<file path="src/frame_config.svh">
// Frame configuration
// Bank count, word widths and store read latency for the ROM subsystem

`ifndef FRAME_CONFIG_SVH
`define FRAME_CONFIG_SVH

// Number of game bank ports
`define FRAME_BANKS     4

// Bits of the bank index, also the response tag width
`define FRAME_BANK_W    2

// Word address for the game side and the store
`define FRAME_ADDR_W    12

// Data word
`define FRAME_DATA_W    16

// Cycles from a store read command to its response
`define FRAME_READ_LAT  2

`endif

</file>
<file path="src/host_pkg.sv">
// Host-side types
// APB request and response bundles and the loader register map

`default_nettype none

package host_pkg;

    typedef struct packed {
        logic        psel;
        logic        penable;
        logic        pwrite;
        logic [3:0]  paddr;
        logic [31:0] pwdata;
    } apb_req_t;

    typedef struct packed {
        logic        pready;
        logic [31:0] prdata;
        logic        pslverr;
    } apb_rsp_t;

    // Loader register offsets
    localparam logic [3:0] CTRL_OFF   = 4'h0;  // bit 0 downloading
    localparam logic [3:0] ADDR_OFF   = 4'h4;
    localparam logic [3:0] DATA_OFF   = 4'h8;
    localparam logic [3:0] STATUS_OFF = 4'hC;  // bit 0 write pending

endpackage

`default_nettype wire

</file>
<file path="src/mem_pkg.sv">
// Memory-side types
// Game requests, bank slots, store commands and tagged responses

`default_nettype none
`include "frame_config.svh"

package mem_pkg;

    // Word address from the game
    typedef struct packed {
        logic [`FRAME_ADDR_W-1:0] addr;
    } game_req_t;

    // Read held in a bank slot
    typedef struct packed {
        logic [`FRAME_ADDR_W-1:0] addr;
    } bank_req_t;

    // One store access, either a loader write or a tagged bank read
    typedef struct packed {
        logic                     write;
        logic [`FRAME_ADDR_W-1:0] addr;
        logic [`FRAME_DATA_W-1:0] data;
        logic [`FRAME_BANK_W-1:0] tag;
    } store_cmd_t;

    typedef struct packed {
        logic [`FRAME_DATA_W-1:0] data;
        logic [`FRAME_BANK_W-1:0] tag;
    } rsp_t;

endpackage

`default_nettype wire

</file>
<file path="src/rom_loader.sv">
// ROM loader
// APB register block, each DATA write becomes one store write
// and the load address steps by one once the write is taken

`timescale 1ns/1ps
`default_nettype none
`include "frame_config.svh"

module rom_loader (
    input  logic                sample,
    input  logic                reset,
    input  host_pkg::apb_req_t  apb_req,
    input  logic                ld_ready,
    output host_pkg::apb_rsp_t  apb_rsp,
    output logic                downloading,
    output logic                ld_valid,
    output mem_pkg::store_cmd_t ld_cmd
);

    localparam int ADDR_W = `FRAME_ADDR_W;
    localparam int DATA_W = `FRAME_DATA_W;

    logic              access;
    logic              known;
    logic              dl_q;
    logic [ADDR_W-1:0] addr_q;

    assign access = apb_req.psel && apb_req.penable;

    // Store write lasts for the whole DATA access phase
    assign ld_valid = access && apb_req.pwrite && (apb_req.paddr == host_pkg::DATA_OFF);

    assign ld_cmd.write = 1'b1;
    assign ld_cmd.addr  = addr_q;
    assign ld_cmd.data  = apb_req.pwdata[DATA_W-1:0];
    assign ld_cmd.tag   = '0;

    // Read mux and offset check
    always_comb begin
        apb_rsp.prdata = '0;
        known          = 1'b1;
        case (apb_req.paddr)
            host_pkg::CTRL_OFF:   apb_rsp.prdata[0] = dl_q;
            host_pkg::ADDR_OFF:   apb_rsp.prdata[ADDR_W-1:0] = addr_q;
            host_pkg::DATA_OFF:   apb_rsp.prdata = '0;
            host_pkg::STATUS_OFF: apb_rsp.prdata[0] = ld_valid;
            default:              known = 1'b0;
        endcase
    end

    // DATA writes wait on the arbiter, the rest finish at once
    assign apb_rsp.pready  = access && (!ld_valid || ld_ready);
    assign apb_rsp.pslverr = access && !known;

    always_ff @(posedge sample) begin
        if (reset) begin
            dl_q   <= 1'b0;
            addr_q <= '0;
        end else if (access && apb_req.pwrite) begin
            case (apb_req.paddr)
                host_pkg::CTRL_OFF: dl_q <= apb_req.pwdata[0];
                host_pkg::ADDR_OFF: addr_q <= apb_req.pwdata[ADDR_W-1:0];
                host_pkg::DATA_OFF: begin
                    if (ld_ready) begin
                        addr_q <= addr_q + 1'b1;
                    end
                end
                default: ;
            endcase
        end
    end

    assign downloading = dl_q;

endmodule

`default_nettype wire

</file>
<file path="config.mk">
export PLATFORM = sky130hd
export DESIGN_NAME = rom_loader
export DESIGN_NICKNAME = d
export VERILOG_FILES = /design/src/host_pkg.sv /design/src/mem_pkg.sv /design/src/rom_loader.sv
export VERILOG_INCLUDE_DIRS = /design/src /design/src/src
export SDC_FILE = /design/constraint.sdc
export NUM_CORES = 1
export LEC_CHECK = 0
export ABC_AREA = 0
export BUFFER_PORTS_ARGS = -buffer_cell sky130_fd_sc_hd__buf_2
export CAP_MARGIN = 20
export CORE_MARGIN = 5
export CORE_UTILIZATION = 41
export DETAILED_ROUTE_END_ITERATION = 8
export PLACE_DENSITY = 0.95
export REMOVE_ABC_BUFFERS = 1
export SYNTH_ARGS = -nofsm -noshare
export SYNTH_HDL_FRONTEND = slang
export SYNTH_SLANG_ARGS = --single-unit
export TNS_END_PERCENT = 30
</file>
<file path="constraint.sdc">
create_clock -name sample -period 6 [get_ports sample]
set_clock_uncertainty 0.1 [all_clocks]
set_input_delay 1.8 -clock sample [delete_from_list [all_inputs] [get_ports sample]]
set_output_delay 1.8 -clock sample [all_outputs]
set_load 0.05 [all_outputs]
</file>
==> run summary <==
Residual DRC -> 0
Crit Path Max Fanout -> 8
Final setup TNS -> 0 ns
Final Max Slew Viols -> 0
Die X -> 65.5 um
Worst-Margin Slew -> 0.791 ns
Hold path depth -> 2
DRT Pass-1 Iters -> 5
Vias in the first global route -> 1139
Max VDD drop -> 0.0562 mV
Asr flop ratio synth -> 0%
Pre-CTS WS -> 0.810 ns
TritonCTS clock tree -> done
Die Y -> 65.5 um
Initial core utilization -> 42.1%
Number of synthesized flops with an enable pin -> 0
# rows -> 20
Yosys Warn Count -> 0
Max Freq -> 193 MHz
Hold bufs inserted after CTS -> 0
CTS resizes -> 0
CTS Buf Count -> 3
Mapped Cells -> 170
Root buffer cell -> clkbuf_4
Setup violators final -> 0
Deepest clock path buffer count -> 2
Synth Flop Type -> dfxtp_1
Total Routing Usage GR -> 14.2%
Register bit total from synthesis -> 13
Share of layout cells above drive strength 1 -> 32.4%
Startpoint Class -> input port
Max-cap viol count -> 0
Sequential area share after synthesis -> 20.6%
Setup ws final -> 0.822 ns
R2r startpoint -> addr_q[0]
First-pass GRT wire length -> 5030 um
Mapped Avg Cell Area -> 7.43 um^2
Outcome -> completed
Num ports -> 109
Synth cell types -> 41
Final hold violation count -> 0
Worst hold path type -> register to register
Min Hold Slack -> 0.420 ns
Grt total ovfl -> 0
Pwr per Cell Area -> 158 nW/um^2
Post-CTS setup buffer count -> 0
Worst-Skew Late Latency -> 0.28 ns
P&R area growth vs syn -> 11.1%
1st-iter DRT viols -> 83
CTS sink cnt -> 13
Core area -> 3000 um^2
Minimum clock period -> 5.18 ns
Buffers on Ports -> 61
Worst r2r dst -> addr_q[8]
Filler cells -> 338
# H-tree levels -> 1
Req. time, crit path -> 4.10 ns
Rel. slew slack -> 47.2%
Worst R2R Path Depth -> 5
Crit share post-route -> 86.3%
Hold Path Sink -> addr_q[11]
Initial antenna violation count -> 0
Post-DRT Antenna Nets -> 0
Largest net degree at the start of global routing -> 26
Critical path class -> input port to output pin
Vias -> 1297
Worst hold start -> addr_q[11]
DR WL/cell -> 13.3 um
R2r setup slk -> 4.45 ns
Worst Setup End Kind -> output pin
Post-DP HPWL -> 2530 um
Clk slew on worst S/H paths -> 0.08 ns
N_diodes -> 0
RSZ-0062 raised after global routing -> no
Fin nets -> 257
Die ar. -> 4290 um^2
Cell Area, Synth -> 1260 um^2
Leak -> 0.681 nW
CP Data Arrival Time -> 3.28 ns
Drt total wl -> 3270 um
GPL Wtd Cong -> 0.870
Vias per cell -> 5.27
[worst max path at each step]
stage	to	from	depth (start not counted)	slack [ns]
after floorplan	ld_valid	apb_req[34]	2	0.72
after global placement	apb_rsp[4]	apb_req[33]	5	0.83
after detailed placement	apb_rsp[4]	apb_req[33]	5	0.81
after CTS	apb_rsp[4]	apb_req[33]	5	0.80
after global routing	apb_rsp[4]	apb_req[33]	5	0.66
final	apb_rsp[4]	apb_req[33]	5	0.82
[power breakdown]
part / leakage, nW / internal, W / switching [W]
Clock: 0.0150 / 0.0000258 / 0.0000289
Combinational: 0.561 / 0.0000139 / 0.0000660
Sequential: 0.105 / 0.0000867 / 0.000000800
[stage by stage]
| stage | total power (W) | instances | instance area [um^2] | utilization [%] |
|---|---|---|---|---|
| 3_3_place_gp | 0.000168 | 241 | 1370 | 45.6 |
| 6_report | 0.000222 | 246 | 1400 | 46.8 |
| 2_1_floorplan | 0.000135 | 146 | 1020 | - |
| 3_5_place_dp | 0.000169 | 241 | 1370 | 45.6 |
| 5_1_grt | 0.000232 | 246 | 1400 | 46.8 |
| 4_1_cts | 0.000222 | 245 | 1400 | 46.5 |
[synthesized netlist by cell type, drive strengths merged (2+ instances only)]
cell type	count	area, um^2
buf	43	319
o21ai	16	80.1
and2	13	81.3
dfxtp	13	260
nor2	10	37.5
a21oi	8	40.0
nand2	7	26.3
nand3	6	30.0
nor3	6	30.0
inv	4	15.0
a31oi	3	18.8
and3	3	18.8
nand4	3	18.8
a32oi	2	17.5
clkbuf	2	7.51
conb	2	7.51
mux2i	2	20.0
nand2b	2	12.5
nand3b	2	15.0
nor2b	2	12.5
nor4	2	12.5
o31a	2	17.5
o32ai	2	17.5
or3	2	12.5
[area by class of cell]
cell class	instances	area, um^2	share of cell area, %
inverters	4	15.0	1.07
well taps	33	41.3	2.94
flip-flops and latches	13	260	18.5
repair buffers	63	320	22.8
clock buffers	4	26.3	1.87
multi-input cells	129	741	52.8
[kinds of logic after synthesis]
family                   Yosys count  share of synthesized area, %
AND/OR/NAND/NOR                   62                          27.6
buffers and inverters             49                          27.0
AO/OA/AOI/OAI                     41                          21.6
flip-flops                        13                          20.6
multiplexers                       2                          1.58
other                              2                         0.594
adder cells (fa/ha/maj)            1                         0.990
[metal layers]
layer / GRT usage (%) / wire, um / vias to the layer above
li1: - / - / 633
met4: 3.11 / 21 / 0
met5: 0 / 0 / -
met2: 25.0 / 1590 / 82
met1: 18.2 / 1340 / 577
met3: 2.22 / 310 / 5
[registers in the layout (all words and copies together), names as in the netlist]
name and count:
addr_q 12, downloading 1
[critical path, stage by stage]
cell and delay [ns]:
buf_2 0.14, or3_1 0.44, nor2_1 0.43, and2_1 0.20
buf_2 0.26
[layout by cell type, fill, tap and decap left out, types with 3 or more instances in the layout]
cell type	instances
buf_2	61
conb_1	23
dfxtp_1	13
nor2_1	10
and2_1	10
o21ai_1	8
o21ai_0	8
a21oi_1	8
nand2_1	7
nor3_1	6
nand3_1	6
inv_1	4
clkbuf_4	4
and2_0	3
and3_1	3
a31oi_1	3
nand4_1	3
Power figures use the tool's default switching activity.
