===== config.mk =====
export PLATFORM = sky130hd
export DESIGN_NAME = bank_port
export DESIGN_NICKNAME = d
export VERILOG_FILES = /design/src/mem_pkg.sv /design/src/bank_port.sv
export VERILOG_INCLUDE_DIRS = /design/src /design/src/src
export SDC_FILE = /design/constraint.sdc
export NUM_CORES = 1
export LEC_CHECK = 0
export BUFFER_PORTS_ARGS = -buffer_cell sky130_fd_sc_hd__buf_2
export CAP_MARGIN = 20
export CELL_PAD_IN_SITES_DETAIL_PLACEMENT = 1
export CELL_PAD_IN_SITES_GLOBAL_PLACEMENT = 1
export CORE_UTILIZATION = 30
export CTS_BUF_LIST = sky130_fd_sc_hd__clkbuf_4
export CTS_CLUSTER_DIAMETER = 120
export DETAILED_ROUTE_END_ITERATION = 10
export PLACE_DENSITY = 0.88
export SYNTH_ARGS = -nofsm -noshare
export SYNTH_HDL_FRONTEND = slang
export SYNTH_SLANG_ARGS = --single-unit

===== constraint.sdc =====
create_clock -name sample -period 0.8 [get_ports sample]
set_input_delay 0.04 -clock sample [delete_from_list [all_inputs] [get_ports sample]]
set_output_delay 0.04 -clock sample [all_outputs]
set_load 0.05 [all_outputs]

===== src/frame_config.svh =====
// Frame configuration
// Bank count, word widths and store read latency for the ROM subsystem

`ifndef FRAME_CONFIG_SVH
`define FRAME_CONFIG_SVH

// Number of game bank ports
`define FRAME_BANKS     4

// Bits of the bank index, also the response tag width
`define FRAME_BANK_W    2

// Word address for the game side and the store
`define FRAME_ADDR_W    12

// Data word
`define FRAME_DATA_W    16

// Cycles from a store read command to its response
`define FRAME_READ_LAT  2

`endif


===== src/mem_pkg.sv =====
// Memory-side types
// Game requests, bank slots, store commands and tagged responses

`default_nettype none
`include "frame_config.svh"

package mem_pkg;

    // Word address from the game
    typedef struct packed {
        logic [`FRAME_ADDR_W-1:0] addr;
    } game_req_t;

    // Read held in a bank slot
    typedef struct packed {
        logic [`FRAME_ADDR_W-1:0] addr;
    } bank_req_t;

    // One store access, either a loader write or a tagged bank read
    typedef struct packed {
        logic                     write;
        logic [`FRAME_ADDR_W-1:0] addr;
        logic [`FRAME_DATA_W-1:0] data;
        logic [`FRAME_BANK_W-1:0] tag;
    } store_cmd_t;

    typedef struct packed {
        logic [`FRAME_DATA_W-1:0] data;
        logic [`FRAME_BANK_W-1:0] tag;
    } rsp_t;

endpackage

`default_nettype wire


===== src/bank_port.sv =====
// Bank port
// One-entry slot holding a pending read until the arbiter grants it

`timescale 1ns/1ps
`default_nettype none

module bank_port (
    input  logic               sample,
    input  logic               reset,
    input  logic               load_valid,
    input  mem_pkg::bank_req_t load_req,
    input  logic               grant,
    output logic               full,
    output mem_pkg::bank_req_t pend_req
);

    // Slot state, a load wins over a grant so the slot refills
    always_ff @(posedge sample) begin
        if (reset) begin
            full <= 1'b0;
        end else if (load_valid) begin
            full <= 1'b1;
        end else if (grant) begin
            full <= 1'b0;
        end
    end

    always_ff @(posedge sample) begin
        if (load_valid) begin
            pend_req <= load_req;
        end
    end

    // Grant only ever goes to a slot that holds a read
    a_grant_full : assert property (
        @(posedge sample) disable iff (reset) grant |-> full
    ) else $error("bank_port: grant on an empty slot");

    a_no_overwrite : assert property (
        @(posedge sample) disable iff (reset) load_valid |-> (!full || grant)
    ) else $error("bank_port: load into a full slot");

endmodule

`default_nettype wire


==> results.cfg, run 1 <==
[routing]
drt_total_wl_um = 1070
drc = 0
drc_violation_total_after_the_first_tritonroute_iteration = 0
vias_per_cell = 4.21
detailedRoute.firstPassIterationCount = 1
post_drt_wl_per_cell_um = 14.3
dr_total_vias = 316
drt_antenna_net_count = 0

[critical_path]
critical_path.endpoint_type = output pin
critPathMaxStageDelay_ns = 0.43
worstSetupStartpoint = pend_req[1]$_DFFE_PP_
worstPathBufferInverterCount = 1
path_cells = buf_6
cp.arrival_ns = 0.86
r2r_end = full$_SDFFE_PP0P_
r2r_cells = 2
path_max_fanout = 1
r2r_setup_slack_ns = 0.20
family_with_the_most_delay_on_the_worst_path = flip-flops
worst_setup_path_start_kind = flop
critical-path-slowest-cell = sky130_fd_sc_hd__edfxtp_1
timing.setup.critical_path_class = reg -> out
worst-endpoint-required_ns = 0.76
worst_r2r_startpoint = full$_SDFFE_PP0P_

[clocking]
cts.clk_slew.worst_paths_ns = 0.07
number_of_levels_the_h_tree_was_split_into = 1
cts.repair_timing.setup_buffer_count = 0
cts_tree = yes
clock-sinks = 13
max-clock-path-buffers = 2
cts_inserted_buffers = 3
clk_latency_ns = 0.26
cts-root-buf = sky130_fd_sc_hd__clkbuf_4

[place]
place.gp.congestion = 0.550
placement.io_buffers = 28
placed_cell_area_um2 = 558
dp.final_hpwl_um = 688

[finish]
filler_cell_count = 104
multi_input_gate_area_in_the_final_layout_um2 = 15.0
layout_commonest_cell = sky130_fd_sc_hd__buf_2
layout-area-overhead-vs-synth_pct = 101
total_area_of_sequential_cells_um2 = 382
n_antenna_cell = 0
drive_gt1_share_pct = 55.7
finalInstanceArea_um2 = 803
final_net_count = 78
fin_util_pct = 68.6
most-common-layout-cells = sky130_fd_sc_hd__buf_2 (15), sky130_fd_sc_hd__dlygate4sd3_1 (13), sky130_fd_sc_hd__buf_6 (12), sky130_fd_sc_hd__edfxtp_1 (12), sky130_fd_sc_hd__clkbuf_4 (4)

[sta]
finalCriticalPeriod_ns = 0.904
worst_clock_skew_ns = 0
worstMarginPinSlew_ns = 0.284
setup_violations = 12
slew_headroom_pct = 81.1
report.final.hold_viol_count = 0
min_period_over_period_pct = 113
grt_setup_unrepaired = yes
timing.final.ws_setup_ns = -0.104
final-max-slew-violation-count = 0
holdWs_ns = 0.0399
max_clk_rate_mhz = 1110

[synth]
yosys.area.top_type = sky130_fd_sc_hd__edfxtp_1
avgSynthCellArea_um2 = 24.9
yosysSeqAreaShare_pct = 95.3
synth.top_cells.by_area = sky130_fd_sc_hd__edfxtp_1 (90%), sky130_fd_sc_hd__dfxtp_1 (5.0%), sky130_fd_sc_hd__a21oi_2 (2.2%)
netlist_instances = 16
netlist_area_um2 = 399
yosysTopAreaCellShare_pct = 90.3
synth_seq_cells = 13
post_synth_num_cell_types = 5
synth-warning-count = 0
postSynthNetCount = 32

[global_route]
grt_pass1_vias = 338
grt_max_degree = 14
grt.overflow.total = 0
gr-usage-all-layers_pct = 15.9
first_pass_grt_wire_length_um = 1460
number_of_antenna_violations_at_the_first_check_in_global_routing = 0

[floorplanning]
die_y_um = 38.5
die_width_um = 38.5
core_region_area_um2 = 1170
design.die.area_um2 = 1480
ios = 29
initial_cell_density_of_the_core_pct = 34.1
std_cell_rows = 12

[power_and_ir_drop]
power-per-cell-area_nw_per_um2 = 2050
ir_worst_vdd_mv = 1.28
leakagePower_uw = 0.000346
p_total_uw = 1650

[min_path]
hp-class = in -> reg
holdPathEnd = full$_SDFFE_PP0P_
holdPathStages = 3
timing.hold.worst.start = grant

[run]
maxCapViolations = 0

[run_status]
result_of_the_run = finished, violations left
failed_checks = setup timing
[sequential cells by signal, summed over array words and instances, names as in the netlist]
signal / flops
full: 1
pend_req: 12
[synthesized netlist by cell type]
master and number:
sky130_fd_sc_hd__a21oi_2 1, sky130_fd_sc_hd__inv_1 1, sky130_fd_sc_hd__nand2b_1 1, sky130_fd_sc_hd__dfxtp_1 1, sky130_fd_sc_hd__edfxtp_1 12
[worst max path at each step]
stage,end,slack [ns],cells after the start
after floorplan,full$_SDFFE_PP0P_,0.04,2
after global placement,pend_req[4]$_DFFE_PP_,0.19,1
after detailed placement,pend_req[1]$_DFFE_PP_,0.16,1
after CTS,pend_req[5],-0.1,1
after global routing,pend_req[1],-0.12,1
final,pend_req[1],-0.10,1
[area by class of cell]
cell class / count / area share (%)
multi-input combinational: 2 / 1.87
timing repair buffer: 41 / 44.2
inverter: 1 / 0.467
tap: 14 / 2.18
sequential: 13 / 47.5
clock buffer: 4 / 3.74
[power by group]
group,switching [uW],internal [uW]
clock,188,226
combinational,236,167
sequential,27.8,802
total,452,1190
[through the flow]
stage	setup TNS [ns]	cells	setup slack, ns
global route	-1.16	75	-0.125
CTS	-0.840	75	-0.0979
detailed placement	0	58	0.161
floorplan	0	16	0.0369
finish	-0.744	75	-0.104
global placement	0	58	0.189
[kinds of logic after synthesis]
| family | count (synthesis) | share of synthesized area [%] |
|---|---|---|
| flip-flops | 13 | 95.3 |
| AO/OA/AOI/OAI | 1 | 2.19 |
| AND/OR/NAND/NOR | 1 | 1.57 |
| buffers and inverters | 1 | 0.940 |
[routing by layer]
| metal | vias to the layer above | routed length [um] | track usage [%] |
|---|---|---|---|
| li1 | 150 | - | - |
| met1 | 142 | 390 | 14.9 |
| met2 | 22 | 601 | 32.2 |
| met3 | 2 | 73 | 4.07 |
| met4 | 0 | 6 | 5.17 |
| met5 | - | 0 | 0 |
[repair_timing]
item	CTS	global route
setup endpoints to repair	13	13
resized for setup	26	1
endpoints found under the hold margin	13	0
hold buffers	13	0
Note: power is estimated with default switching activity, not from simulation.
==> run 2: changes to the inputs <==
- PLACE_DENSITY: 0.88 -> 0.8
- SLEW_MARGIN: default -> 30
==> run 2 against run 1 <==
  * The flow still finishes with violations (setup timing)
  * Total power about the same
  * Register-to-register slack got worse by 0.03 ns
  * Cell area unchanged
  * Clock skew unchanged
  * Largest cell class unchanged
  * Critical endpoint is now pend_req[5]
  * Critical path type unchanged
  * Sequential power about the same
==> results.cfg, run 2 (synthesized netlist as in run 1, its figures left out) <==
[floorplanning]
initial_cell_density_of_the_core_pct = 34.1
design.die.area_um2 = 1480
core_region_area_um2 = 1170
die_width_um = 38.5
ios = 29
std_cell_rows = 12
die_y_um = 38.5

[critical_path]
worstPathBufferInverterCount = 1
critPathMaxStageDelay_ns = 0.41
worst-endpoint-required_ns = 0.76
family_with_the_most_delay_on_the_worst_path = flip-flops
critical-path-slowest-cell = sky130_fd_sc_hd__edfxtp_1
cp.arrival_ns = 0.84
timing.setup.critical_path_class = reg -> out
worstSetupStartpoint = pend_req[5]$_DFFE_PP_
worst_setup_path_start_kind = flop
critical_path.endpoint_type = output pin
path_max_fanout = 1
path_cells = buf_6
worst_r2r_startpoint = full$_SDFFE_PP0P_

[finish]
fin_util_pct = 68.6
layout-area-overhead-vs-synth_pct = 101
most-common-layout-cells = sky130_fd_sc_hd__buf_2 (15), sky130_fd_sc_hd__dlygate4sd3_1 (13), sky130_fd_sc_hd__buf_6 (12), sky130_fd_sc_hd__edfxtp_1 (12), sky130_fd_sc_hd__clkbuf_4 (4)
largest-register = pend_req
flip_flop_count_of_the_largest_register_after_layout = 12
biggestRegsByFlops = pend_req x12, full x1
drive_gt1_share_pct = 55.7
final-instance-count-excl-fill = 75
n_antenna_cell = 0
layout_commonest_cell = sky130_fd_sc_hd__buf_2
final_net_count = 78

[global_route]
first_pass_grt_wire_length_um = 1370
gr-usage-all-layers_pct = 14.7
grt_pass1_vias = 312
grt.overflow.total = 0
grt_max_degree = 14
number_of_antenna_violations_at_the_first_check_in_global_routing = 0

[clocking]
clock-sinks = 13
cts_inserted_buffers = 3
clk_latency_ns = 0.26
number_of_levels_the_h_tree_was_split_into = 1
cts.clk_slew.worst_paths_ns = 0.08
max-clock-path-buffers = 2
cts-root-buf = sky130_fd_sc_hd__clkbuf_4
cts_tree = yes
cts.repair_timing.setup_buffer_count = 0

[sta]
worstMarginPinSlew_ns = 0.277
worst_clock_skew_ns = 0
final-max-slew-violation-count = 0
finalCriticalPeriod_ns = 0.884
min_period_over_period_pct = 110
timing.final.ws_setup_ns = -0.0839
report.final.hold_viol_count = 0
slew_headroom_pct = 81.5
setup_violations = 12
grt_setup_unrepaired = yes
setup-tns-final_ns = -0.720
max_clk_rate_mhz = 1130

[routing]
post_drt_wl_per_cell_um = 13.1
vias_per_cell = 4.19
drt_total_wl_um = 986
drt_antenna_net_count = 0
drc = 0
detailedRoute.firstPassIterationCount = 1
drc_violation_total_after_the_first_tritonroute_iteration = 0
dr_total_vias = 314

[place]
dpl_worst_slack_ns = 0.161
post-place-cells = 58
place.gp.congestion = 0.617
placement.io_buffers = 28

[power_and_ir_drop]
power-per-cell-area_nw_per_um2 = 2050
leakagePower_uw = 0.000346
ir_worst_vdd_mv = 1.01
p_total_uw = 1650

[min_path]
timing.hold.worst.start = grant
hp-class = in -> reg

[run_status]
result_of_the_run = finished, violations left
failed_checks = setup timing

[run]
maxCapViolations = 0
run 2: repair_timing:
| action | CTS | global route |
|---|---|---|
| cloned | 0 | 0 |
| endpoints found under the hold margin | 13 | 0 |
| hold buffers | 13 | 0 |
| gates resized for setup | 26 | 1 |
| endpoints found under the setup margin | 13 | 13 |
run 2: path summary, 6_finish.rpt:
path	to	slack, ns	cells past startpoint
max	pend_req[5]	-0.08	1
min	full$_SDFFE_PP0P_	0.06	3
max reg2reg	full$_SDFFE_PP0P_	0.17	2
min reg2reg	full$_SDFFE_PP0P_	0.52	2
run 2: power by group:
| part | internal (uW) | switching (uW) |
|---|---|---|
| combinational | 167 | 233 |
| clock | 226 | 192 |
| sequential | 802 | 26.7 |
run 2: cell type report:
cell class,instances,area (um^2)
sequential,13,382
fill,109,368
multi-input combinational,2,15.0
inverter,1,3.75
clock buffer,4,30.0
tap,14,17.5
timing repair buffer,41,355
run 2: stage by stage:
stage / hold slack, ns / cell area, um^2
2_1_floorplan: 0.0951 / 400
3_3_place_gp: 0.193 / 558
3_5_place_dp: 0.200 / 558
4_1_cts: 0.0448 / 800
5_1_grt: 0.0877 / 803
6_report: 0.0648 / 803
run 2: routing by layer:
layer | wire length [um] | vias up | track usage [%]
li1 | - | 150 | -
met1 | 372 | 138 | 15.3
met2 | 513 | 24 | 28.8
met3 | 95 | 2 | 2.33
met4 | 4 | 0 | 5.17
met5 | 0 | - | 0
