### src/frame_config.svh
// Frame configuration
// Bank count, word widths and store read latency for the ROM subsystem

`ifndef FRAME_CONFIG_SVH
`define FRAME_CONFIG_SVH

// Number of game bank ports
`define FRAME_BANKS     4

// Bits of the bank index, also the response tag width
`define FRAME_BANK_W    2

// Word address for the game side and the store
`define FRAME_ADDR_W    12

// Data word
`define FRAME_DATA_W    16

// Cycles from a store read command to its response
`define FRAME_READ_LAT  2

`endif

### src/mem_pkg.sv
// Memory-side types
// Game requests, bank slots, store commands and tagged responses

`default_nettype none
`include "frame_config.svh"

package mem_pkg;

    // Word address from the game
    typedef struct packed {
        logic [`FRAME_ADDR_W-1:0] addr;
    } game_req_t;

    // Read held in a bank slot
    typedef struct packed {
        logic [`FRAME_ADDR_W-1:0] addr;
    } bank_req_t;

    // One store access, either a loader write or a tagged bank read
    typedef struct packed {
        logic                     write;
        logic [`FRAME_ADDR_W-1:0] addr;
        logic [`FRAME_DATA_W-1:0] data;
        logic [`FRAME_BANK_W-1:0] tag;
    } store_cmd_t;

    typedef struct packed {
        logic [`FRAME_DATA_W-1:0] data;
        logic [`FRAME_BANK_W-1:0] tag;
    } rsp_t;

endpackage

`default_nettype wire

### src/region_decoder.sv
// Region decoder
// Sends each game read to the bank port picked by its top address bits

`timescale 1ns/1ps
`default_nettype none
`include "frame_config.svh"

module region_decoder (
    input  logic                    sample,
    input  logic                    reset,
    input  logic                    downloading,
    input  logic                    game_valid,
    input  mem_pkg::game_req_t      game_req,
    input  logic [`FRAME_BANKS-1:0] full,
    output logic                    game_ready,
    output logic [`FRAME_BANKS-1:0] load_valid,
    output mem_pkg::bank_req_t      load_req
);

    localparam int BANKS  = `FRAME_BANKS;
    localparam int ADDR_W = `FRAME_ADDR_W;
    localparam int BANK_W = `FRAME_BANK_W;

    logic [BANK_W-1:0] sel;

    assign sel = game_req.addr[ADDR_W-1 -: BANK_W];

    // Game side waits during a download or while its bank slot is busy
    assign game_ready = game_valid && !downloading && !full[sel];

    always_comb begin
        for (int i = 0; i < BANKS; i++) begin
            load_valid[i] = game_ready && (sel == BANK_W'(i));
        end
    end

    // Full address goes along, the store needs the bank bits too
    assign load_req.addr = game_req.addr;

    a_load_onehot : assert property (
        @(posedge sample) disable iff (reset) $onehot0(load_valid)
    ) else $error("region_decoder: more than one bank loaded");

endmodule

`default_nettype wire

### config.mk
export PLATFORM = sky130hd
export DESIGN_NAME = region_decoder
export DESIGN_NICKNAME = d
export VERILOG_FILES = /design/src/mem_pkg.sv /design/src/region_decoder.sv
export VERILOG_INCLUDE_DIRS = /design/src /design/src/src
export SDC_FILE = /design/constraint.sdc
export NUM_CORES = 1
export LEC_CHECK = 0
export BUFFER_PORTS_ARGS = -buffer_cell sky130_fd_sc_hd__buf_2
export CAP_MARGIN = 25
export CELL_PAD_IN_SITES_DETAIL_PLACEMENT = 0
export CELL_PAD_IN_SITES_GLOBAL_PLACEMENT = 1
export CORE_ASPECT_RATIO = 1.1
export CORE_UTILIZATION = 11
export DETAILED_ROUTE_END_ITERATION = 6
export GPL_ROUTABILITY_DRIVEN = 1
export PLACE_DENSITY_LB_ADDON = 0.1
export SLEW_MARGIN = 20
export SYNTH_ARGS = -nofsm -noshare
export SYNTH_HDL_FRONTEND = slang
export SYNTH_SLANG_ARGS = --single-unit
### constraint.sdc
create_clock -name vclk -period 0.95
set_clock_uncertainty 0.2 [all_clocks]
set_input_delay 0.095 -clock vclk [all_inputs]
set_output_delay 0.095 -clock vclk [all_outputs]
set_load 0.05 [all_outputs]
==> impl_metrics.yaml, run 1 <==
status:
  status: "complete, but fails checks"
  failed_checks: "setup timing"
power:
  power_leakage_nw: 0.2846
  power_mw: 0.2641
  p_per_area_nw_per_um2: 579.8
  peakVddDrop_mv: 0.2313
layout:
  clockBufferCount: 0
  finish.utilization_pct: 32.91
  finalNetCount: 64
  final_common_cell: "dlymetal6s4s_1"
  postLayoutCellArea_um2: 455.4
  seq_cell_count: 0
  drive_gt1_share_pct: 73.81
  antennaDiodeCount: 0
  multi_input_area_um2: 123.9
  instances_no_fill: 58
  final-seq-area_um2: 0
  nFillCells: 143
  layout_common_cells: "dlymetal6s4s_1, buf_6, buf_2, buf_4"
  synthToLayoutAreaGrowth_pct: 175.8
drt:
  firstDrtPassIters: 1
  via_count: 225
  detail_route.vias_per_cell: 3.879
  drc_errors: 0
  wirelength_um: 500
  antenna_left: 0
  post_drt_wl_per_cell_um: 8.621
  drt_iter0_drc: 0
floorplanning:
  core_area_um2: 1384
  io_pins: 37
  die_x_um: 38.95
  initial_core_util_pct: 11.93
  dieArea_um2: 1661
  die_y_um: 42.64
  rows: 14
timing:
  worst_pin_slew_ns: 0.5052
  finalSetupViolations: 5
  max-slew-margin-rel_pct: 66.46
  fmax_mhz: 784.3
  fin_tns_setup_ns: -1.202
  rsz0062_at_grt: "yes"
  maxSlewViolCount: 0
  period_share_pct: 134.2
  min_period_ns: 1.275
  hold_viol: 0
  setup_ws_ns: -0.3250
  whs_ns: 0.3556
critical_path:
  cp_slowest_cell: "or3b_4"
  crit_arrival_ns: 0.98
  slowest_delay_ns: 0.43
  crit_top_cell: "buf_6"
  path_class: "primary input to primary output"
  crit_fanout: 3
  worst-path-buf-inv: 2
  path_cells: "buf_6, or3b_4, nor3b_4, buf_6"
  start_kind: "primary input"
  critPathRequiredTime_ns: 0.65
  crit_family: "simple AND/OR/NAND/NOR gates"
  end_kind: "primary output"
grt:
  antenna_found_initial: 0
  grt_max_degree: 5
  grt_pass1_vias: 220
  grt_first_pass_wirelength_um: 821
  grt.overflow.total: 0
  gr-usage-all-layers_pct: 6.412
synth:
  syn_area_um2: 165.2
  syn_nets: 41
  ys_types: 8
  postSynthCellCount: 21
  ys_warn_count: 0
  avgSynthCellArea_um2: 7.865
  yosysSeqAreaShare_pct: 0
place:
  placed_area_um2: 271.5
  numPortBuffers: 15
  dp_cells: 47
  post-place-ws_ns: -0.4250
  gp_congestion: 0.5517
  hpwl_um: 412.8
flow_run:
  cap_violations: 0
min_path:
  holdCritPathClass: "primary input to primary output"
-- area by class of cell --
type	instances	share of cell area, %
Multi-Input combinational cell	9	27.20
Timing Repair Buffer	33	68.41
Tap cell	16	4.396
-- routing by layer --
metal | GRT usage [%] | wire length (um) | vias up
met5 | 0 | 0 | -
li1 | - | - | 103
met3 | 1.064 | 82 | 0
met2 | 13.33 | 252 | 20
met4 | 0 | 0 | 0
met1 | 6.452 | 165 | 102
-- cell usage after synthesis (all sizes together) --
library cell,n,area [um2]
mux2,2,22.52
nand3b,1,7.510
or3b,1,8.760
buf,12,90.09
nor3,2,10.01
nor3b,2,20.02
o22ai,1,6.260
-- tightest hold or removal path, cell delays in order --
cell and delay [ns]:
buf_2 0.08, buf_4 0.10, nor3b_4 0.04, buf_6 0.14
-- kinds of logic after synthesis --
group / after synthesis / share of synthesized area [%]
buf+inv: 12 / 54.55
simple gates: 6 / 28.03
mux: 2 / 13.64
compound gates: 1 / 3.790
-- repair_timing --
action / CTS / global route
hold endpoints to repair: 10 / 0
resized for setup: 14 / 10
pin swaps: 3 / 2
hold buffers: 10 / 0
setup buffers: 1 / 0
setup endpoints to repair: 5 / 15
-- report_power, final --
| part | total, mW | internal (mW) | leakage (nW) | switching (mW) |
|---|---|---|---|---|
| sequential | 0 | 0 | 0 | 0 |
| combinational | 0.264 | 0.105 | 0.285 | 0.159 |
| clock | 0 | 0 | 0 | 0 |
| total | 0.264 | 0.105 | 0.285 | 0.159 |
-- path summary, 6_finish.rpt --
check	cells past startpoint	start	end	slack [ns]
setup / recovery	4	downloading	load_valid[2]	-0.33
hold / removal	4	full[2]	load_valid[2]	0.36
Note: power is estimated with default switching activity, not from simulation.
==> inputs of run 2 (changes only) <==
--- a/config.mk
+++ b/config.mk
@@ -6,15 +6,17 @@
 export SDC_FILE = /design/constraint.sdc
 export NUM_CORES = 1
 export LEC_CHECK = 0
-export BUFFER_PORTS_ARGS = -buffer_cell sky130_fd_sc_hd__buf_2
+export ABC_CLOCK_PERIOD_IN_PS = 950
 export CAP_MARGIN = 25
 export CELL_PAD_IN_SITES_DETAIL_PLACEMENT = 0
 export CELL_PAD_IN_SITES_GLOBAL_PLACEMENT = 1
-export CORE_ASPECT_RATIO = 1.1
-export CORE_UTILIZATION = 11
+export CORE_AREA = 2 2 39 41
 export DETAILED_ROUTE_END_ITERATION = 6
+export DIE_AREA = 0 0 41 43
+export DONT_BUFFER_PORTS = 1
 export GPL_ROUTABILITY_DRIVEN = 1
 export PLACE_DENSITY_LB_ADDON = 0.1
+export SKIP_LAST_GASP = 1
 export SLEW_MARGIN = 20
 export SYNTH_ARGS = -nofsm -noshare
 export SYNTH_HDL_FRONTEND = slang
==> run 2 against run 1 <==
The flow finishes with violations (hold timing, setup timing). Worst setup slack improved by 0.080 ns. Final cell count fell by 47%. Via count fell by 50%. Cell area fell by 45%. Sequential share of layout area did not move. Global-route usage fell by 1.6 points. Die area rose by 6.2%. Critical path depth fell by 1. Count of clock-buffer cells in the layout did not move. First-iteration DRC count rose by 1. Non-clock buffer count fell by 27. Worst hold slack got worse by 0.37 ns. Largest cell class is now multi-input combinational cells.
==> impl_metrics.yaml, run 2 (synthesized netlist as in run 1, its figures left out) <==
critical_path:
  crit_arrival_ns: 0.90
  crit_family: "simple AND/OR/NAND/NOR gates"
  path_cells: "or3b_4, nor3b_4, buf_12"
  crit_fanout: 3
  start_kind: "primary input"
  end_kind: "primary output"
  worst-path-buf-inv: 1
  cp_slowest_cell: "or3b_4"
  path_class: "primary input to primary output"
  slowest_delay_ns: 0.42
  critPathRequiredTime_ns: 0.65
place:
  numPortBuffers: 0
  gp_congestion: 0.5083
  placed_area_um2: 244.0
  dp_cells: 30
drt:
  antenna_left: 0
  drt_iter0_drc: 1
  post_drt_wl_per_cell_um: 13.03
  via_count: 112
  detail_route.vias_per_cell: 3.613
  firstDrtPassIters: 2
  drc_errors: 0
  wirelength_um: 404
layout:
  drive_gt1_share_pct: 93.33
  postLayoutCellArea_um2: 251.5
  layout_common_cells: "buf_12, mux2_2, nor3_4, nor3b_4"
  antennaDiodeCount: 0
  final-seq-area_um2: 0
  instances_no_fill: 31
  clockBufferCount: 0
  synthToLayoutAreaGrowth_pct: 52.27
  finalNetCount: 37
  final_common_cell: "buf_12"
  seq_cell_count: 0
  nFillCells: 149
  multi_input_area_um2: 123.9
floorplanning:
  die_y_um: 43
  dieArea_um2: 1763
  core_area_um2: 1384
  rows: 14
  die_x_um: 41
  initial_core_util_pct: 11.93
  io_pins: 37
grt:
  antenna_found_initial: 0
  grt_pass1_vias: 142
  gr-usage-all-layers_pct: 4.805
  met3_usage_pct: 3.141
  grt_busiest_layer: "met2"
  grtUsageMet1_pct: 5.732
  groute.layer.met2.usage_pct: 7.500
  grt.overflow.total: 0
  grt_max_degree: 8
  grt_first_pass_wirelength_um: 641
min_path:
  holdCritPathClass: "primary input to primary output"
  worstHoldEndpoint: "load_req[10]"
  min_from: "game_req[10]"
  min_path_cells: 0
timing:
  rsz0062_at_grt: "yes"
  maxSlewViolCount: 0
  setup_ws_ns: -0.2451
  max-slew-margin-rel_pct: 87.63
  worst_pin_slew_ns: 0.1860
  period_share_pct: 125.8
  fmax_mhz: 836.8
  whs_ns: -0.009981
  min_period_ns: 1.195
  hold_viol: 12
  finalSetupViolations: 5
flow_run:
  cap_violations: 0
status:
  status: "complete, but fails checks"
  failed_checks: "hold timing, setup timing"
power:
  p_per_area_nw_per_um2: 297.1
  power_leakage_nw: 0.08447
  peakVddDrop_mv: 0.1272
clocking:
  cts-resized-gates: 0
## run 2: cell types whose count changed in the layout (fill, tap and decap cells not counted), sizes merged
cell | previous run | this run
buf | 23 | 6
dlymetal6s4s | 10 | 0
## run 2: worst max path at each step
stage	start	endpoint	slack [ns]	depth (start not counted)
after detailed placement	downloading	load_valid[2]	-0.25	3
after global placement	downloading	load_valid[2]	-0.25	3
after floorplan	downloading	load_valid[2]	-0.36	2
final	downloading	load_valid[2]	-0.25	3
after CTS	downloading	load_valid[2]	-0.25	3
after global routing	downloading	load_valid[2]	-0.27	3
## run 2: routing by layer
layer	wire, um	vias to the layer above	share of wire [%]
met4	0	0	0
met3	99	0	25
li1	-	50	-
met5	0	-	0
met1	140	44	35
met2	164	18	41
## run 2: timing repair
item | in CTS | in global routing
endpoints found under the hold margin | 12 | 12
endpoints found under the setup margin | 5 | 5
setup buffers | 1 | 0
## run 2: area by class of cell
type,instances,share of cell area [%]
timing repair buffer,6,42.79
multi-input combinational,9,49.25
tap,16,7.960
## run 2: stage by stage
step	TNS [ns]	setup WS (ns)	utilization [%]	power (mW)	hold WS (ns)
3_3_place_gp	-0.9907	-0.2502	17.63	0.07320	-0.009659
6_report	-0.8073	-0.2451	18.17	0.07471	-0.009981
2_1_floorplan	-1.395	-0.3585	-	0.1834	0.05284
4_1_cts	-0.8349	-0.2517	18.17	0.07556	-0.009659
3_5_place_dp	-0.9913	-0.2517	17.63	0.07255	-0.009659
5_1_grt	-1.013	-0.2714	18.17	0.07792	-0.009881
## run 2: power breakdown
group | switching, mW | total (mW) | internal, mW
clock network | 0 | 0 | 0
registers | 0 | 0 | 0
logic | 0.0344 | 0.0747 | 0.0403
total | 0.0344 | 0.0747 | 0.0403
==> inputs of run 3 (changes only) <==
--- a/config.mk
+++ b/config.mk
@@ -6,6 +6,7 @@
 export SDC_FILE = /design/constraint.sdc
 export NUM_CORES = 1
 export LEC_CHECK = 0
+export ABC_AREA = 1
 export ABC_CLOCK_PERIOD_IN_PS = 950
 export CAP_MARGIN = 25
 export CELL_PAD_IN_SITES_DETAIL_PLACEMENT = 0
@@ -21,3 +22,4 @@
 export SYNTH_ARGS = -nofsm -noshare
 export SYNTH_HDL_FRONTEND = slang
 export SYNTH_SLANG_ARGS = --single-unit
+export TNS_END_PERCENT = 30
==> run 3 against run 2 <==
Critical path type unchanged. Via count rose by 66%. Count of clock-buffer cells in the layout did not move. Critical path depth rose by 1. Core utilization rose by 5.8 points. Highest routed layer unchanged. The flow still finishes with violations (hold timing, setup timing).
==> impl_metrics.yaml, run 3 <==
grt:
  grt_first_pass_wirelength_um: 938
  antenna_found_initial: 0
  grt_busiest_layer: "met2"
  grt.overflow.total: 0
  grt_max_degree: 9
  grtUsageMet1_pct: 9.265
  met3_usage_pct: 1.047
  grt_pass1_vias: 190
  groute.layer.met2.usage_pct: 12.19
  gr-usage-all-layers_pct: 7.014
layout:
  postLayoutCellArea_um2: 331.6
  finalNetCount: 53
  layout_common_cells: "buf_12, nand2_1, nand3_2, buf_4"
  seq_cell_count: 0
  drive_gt1_share_pct: 70.97
  final_common_cell: "buf_12"
  instances_no_fill: 47
  final-seq-area_um2: 0
  antennaDiodeCount: 0
  clockBufferCount: 0
  synthToLayoutAreaGrowth_pct: 54.97
drt:
  via_count: 186
  detail_route.vias_per_cell: 3.957
  drt_iter0_drc: 6
  wirelength_um: 614
  firstDrtPassIters: 4
  drc_errors: 0
  antenna_left: 0
  post_drt_wl_per_cell_um: 13.06
place:
  placed_area_um2: 301.5
  numPortBuffers: 0
  dp_cells: 47
  hpwl_um: 549.4
  gp_congestion: 0.6218
  post-place-ws_ns: -0.05049
min_path:
  min_from: "game_req[7]"
  min_path_cells: 0
  worstHoldEndpoint: "load_req[7]"
  holdCritPathClass: "primary input to primary output"
timing:
  whs_ns: -0.009927
  hold_viol: 12
  maxSlewViolCount: 0
  max-slew-margin-rel_pct: 87.93
  fmax_mhz: 1024
  period_share_pct: 102.8
  rsz0062_at_grt: "yes"
  worst_pin_slew_ns: 0.1804
  setup_ws_ns: -0.02637
  min_period_ns: 0.9764
  finalSetupViolations: 2
power:
  power_leakage_nw: 0.1439
  peakVddDrop_mv: 0.07265
  p_per_area_nw_per_um2: 356.1
  power_mw: 0.1181
synth:
  synth_fa_ha_area_share_pct: 0
  yosysSeqAreaShare_pct: 0
  synth.most_common_cell: "buf_4"
  yosys-top-cells-count: "buf_4, nand2_1, inv_1"
  syn_nets: 55
  yosys.area_share.simple_pct: 49.12
  synth_top_family_by_area: "buffers and inverters"
  ys_warn_count: 0
  ys_top_cells_by_area: "buf_4, nand3_2, nor3_2, nand2_1, inv_1"
  synth.area.mux_share_pct: 0
  yosysTopAreaCell: "buf_4"
  postSynthCellCount: 35
  yosysTopAreaCellShare_pct: 42.11
  synth-xor-area-share_pct: 0
  ys_types: 11
  avgSynthCellArea_um2: 6.113
  syn_area_um2: 214.0
  synth_compound_area_share_pct: 0
critical_path:
  crit_arrival_ns: 0.68
  cp_slowest_cell: "nor3_4"
  critPathRequiredTime_ns: 0.65
  slowest_delay_ns: 0.22
  crit_fanout: 3
  path_class: "primary input to primary output"
  start_kind: "primary input"
  end_kind: "primary output"
  path_cells: "nor2_4, nand2_4, nor3_4, buf_12"
status:
  status: "complete, but fails checks"
  failed_checks: "hold timing, setup timing"
floorplanning:
  die_x_um: 41
  initial_core_util_pct: 15.46
  rows: 14
  io_pins: 37
  die_y_um: 43
  dieArea_um2: 1763
  core_area_um2: 1384
clocking:
  postCtsSetupBuffers: 0
flow_run:
  cap_violations: 0
## run 3: cell type report
cell class | count | area (um2)
timing repair buffer | 8 | 122.6
tap | 16 | 20.02
multi-input combinational | 18 | 160.2
fill | 158 | 1052
inverter | 5 | 28.78
## run 3: worst max path at each step
stage,from,to,slack [ns]
floorplan,game_valid,load_valid[2],-0.14
global placement,game_req[11],load_valid[2],-0.05
detailed placement,game_req[11],load_valid[2],-0.05
CTS,game_req[11],load_valid[2],-0.05
global route,downloading,load_valid[2],-0.07
finish,downloading,load_valid[2],-0.03
## run 3: routing by layer
layer	wire [um]	vias up
met2	316	13
met4	0	0
li1	-	91
met1	212	82
met5	0	-
met3	85	0
## run 3: worst max-delay path: cells and delay by family
family / cells / cell delay, ns
and+or+nand+nor: 3 / 0.42
buffers and inverters: 1 / 0.16
## run 3: cell families after synthesis
| group | count (synthesis) |
|---|---|
| AND/OR/NAND/NOR | 18 |
| buffers and inverters | 17 |
## run 3: stage by stage
| stage | setup TNS (ns) | utilization, % |
|---|---|---|
| global placement | -0.2056 | 21.79 |
| CTS | -0.1427 | 23.96 |
| detailed placement | -0.1932 | 21.79 |
| finish | -0.03538 | 23.96 |
| floorplan | -0.4310 | - |
| global route | -0.2122 | 23.96 |
## run 3: power by group
| part | internal [mW] | switching (mW) | total (mW) |
|---|---|---|---|
| registers | 0 | 0 | 0 |
| logic | 0.0553 | 0.0628 | 0.118 |
| clock network | 0 | 0 | 0 |
## run 3: repair_timing
action	in CTS	in global routing
setup endpoints to repair	5	5
hold endpoints to repair	12	12
resized for setup	8	0
pin swaps	5	3
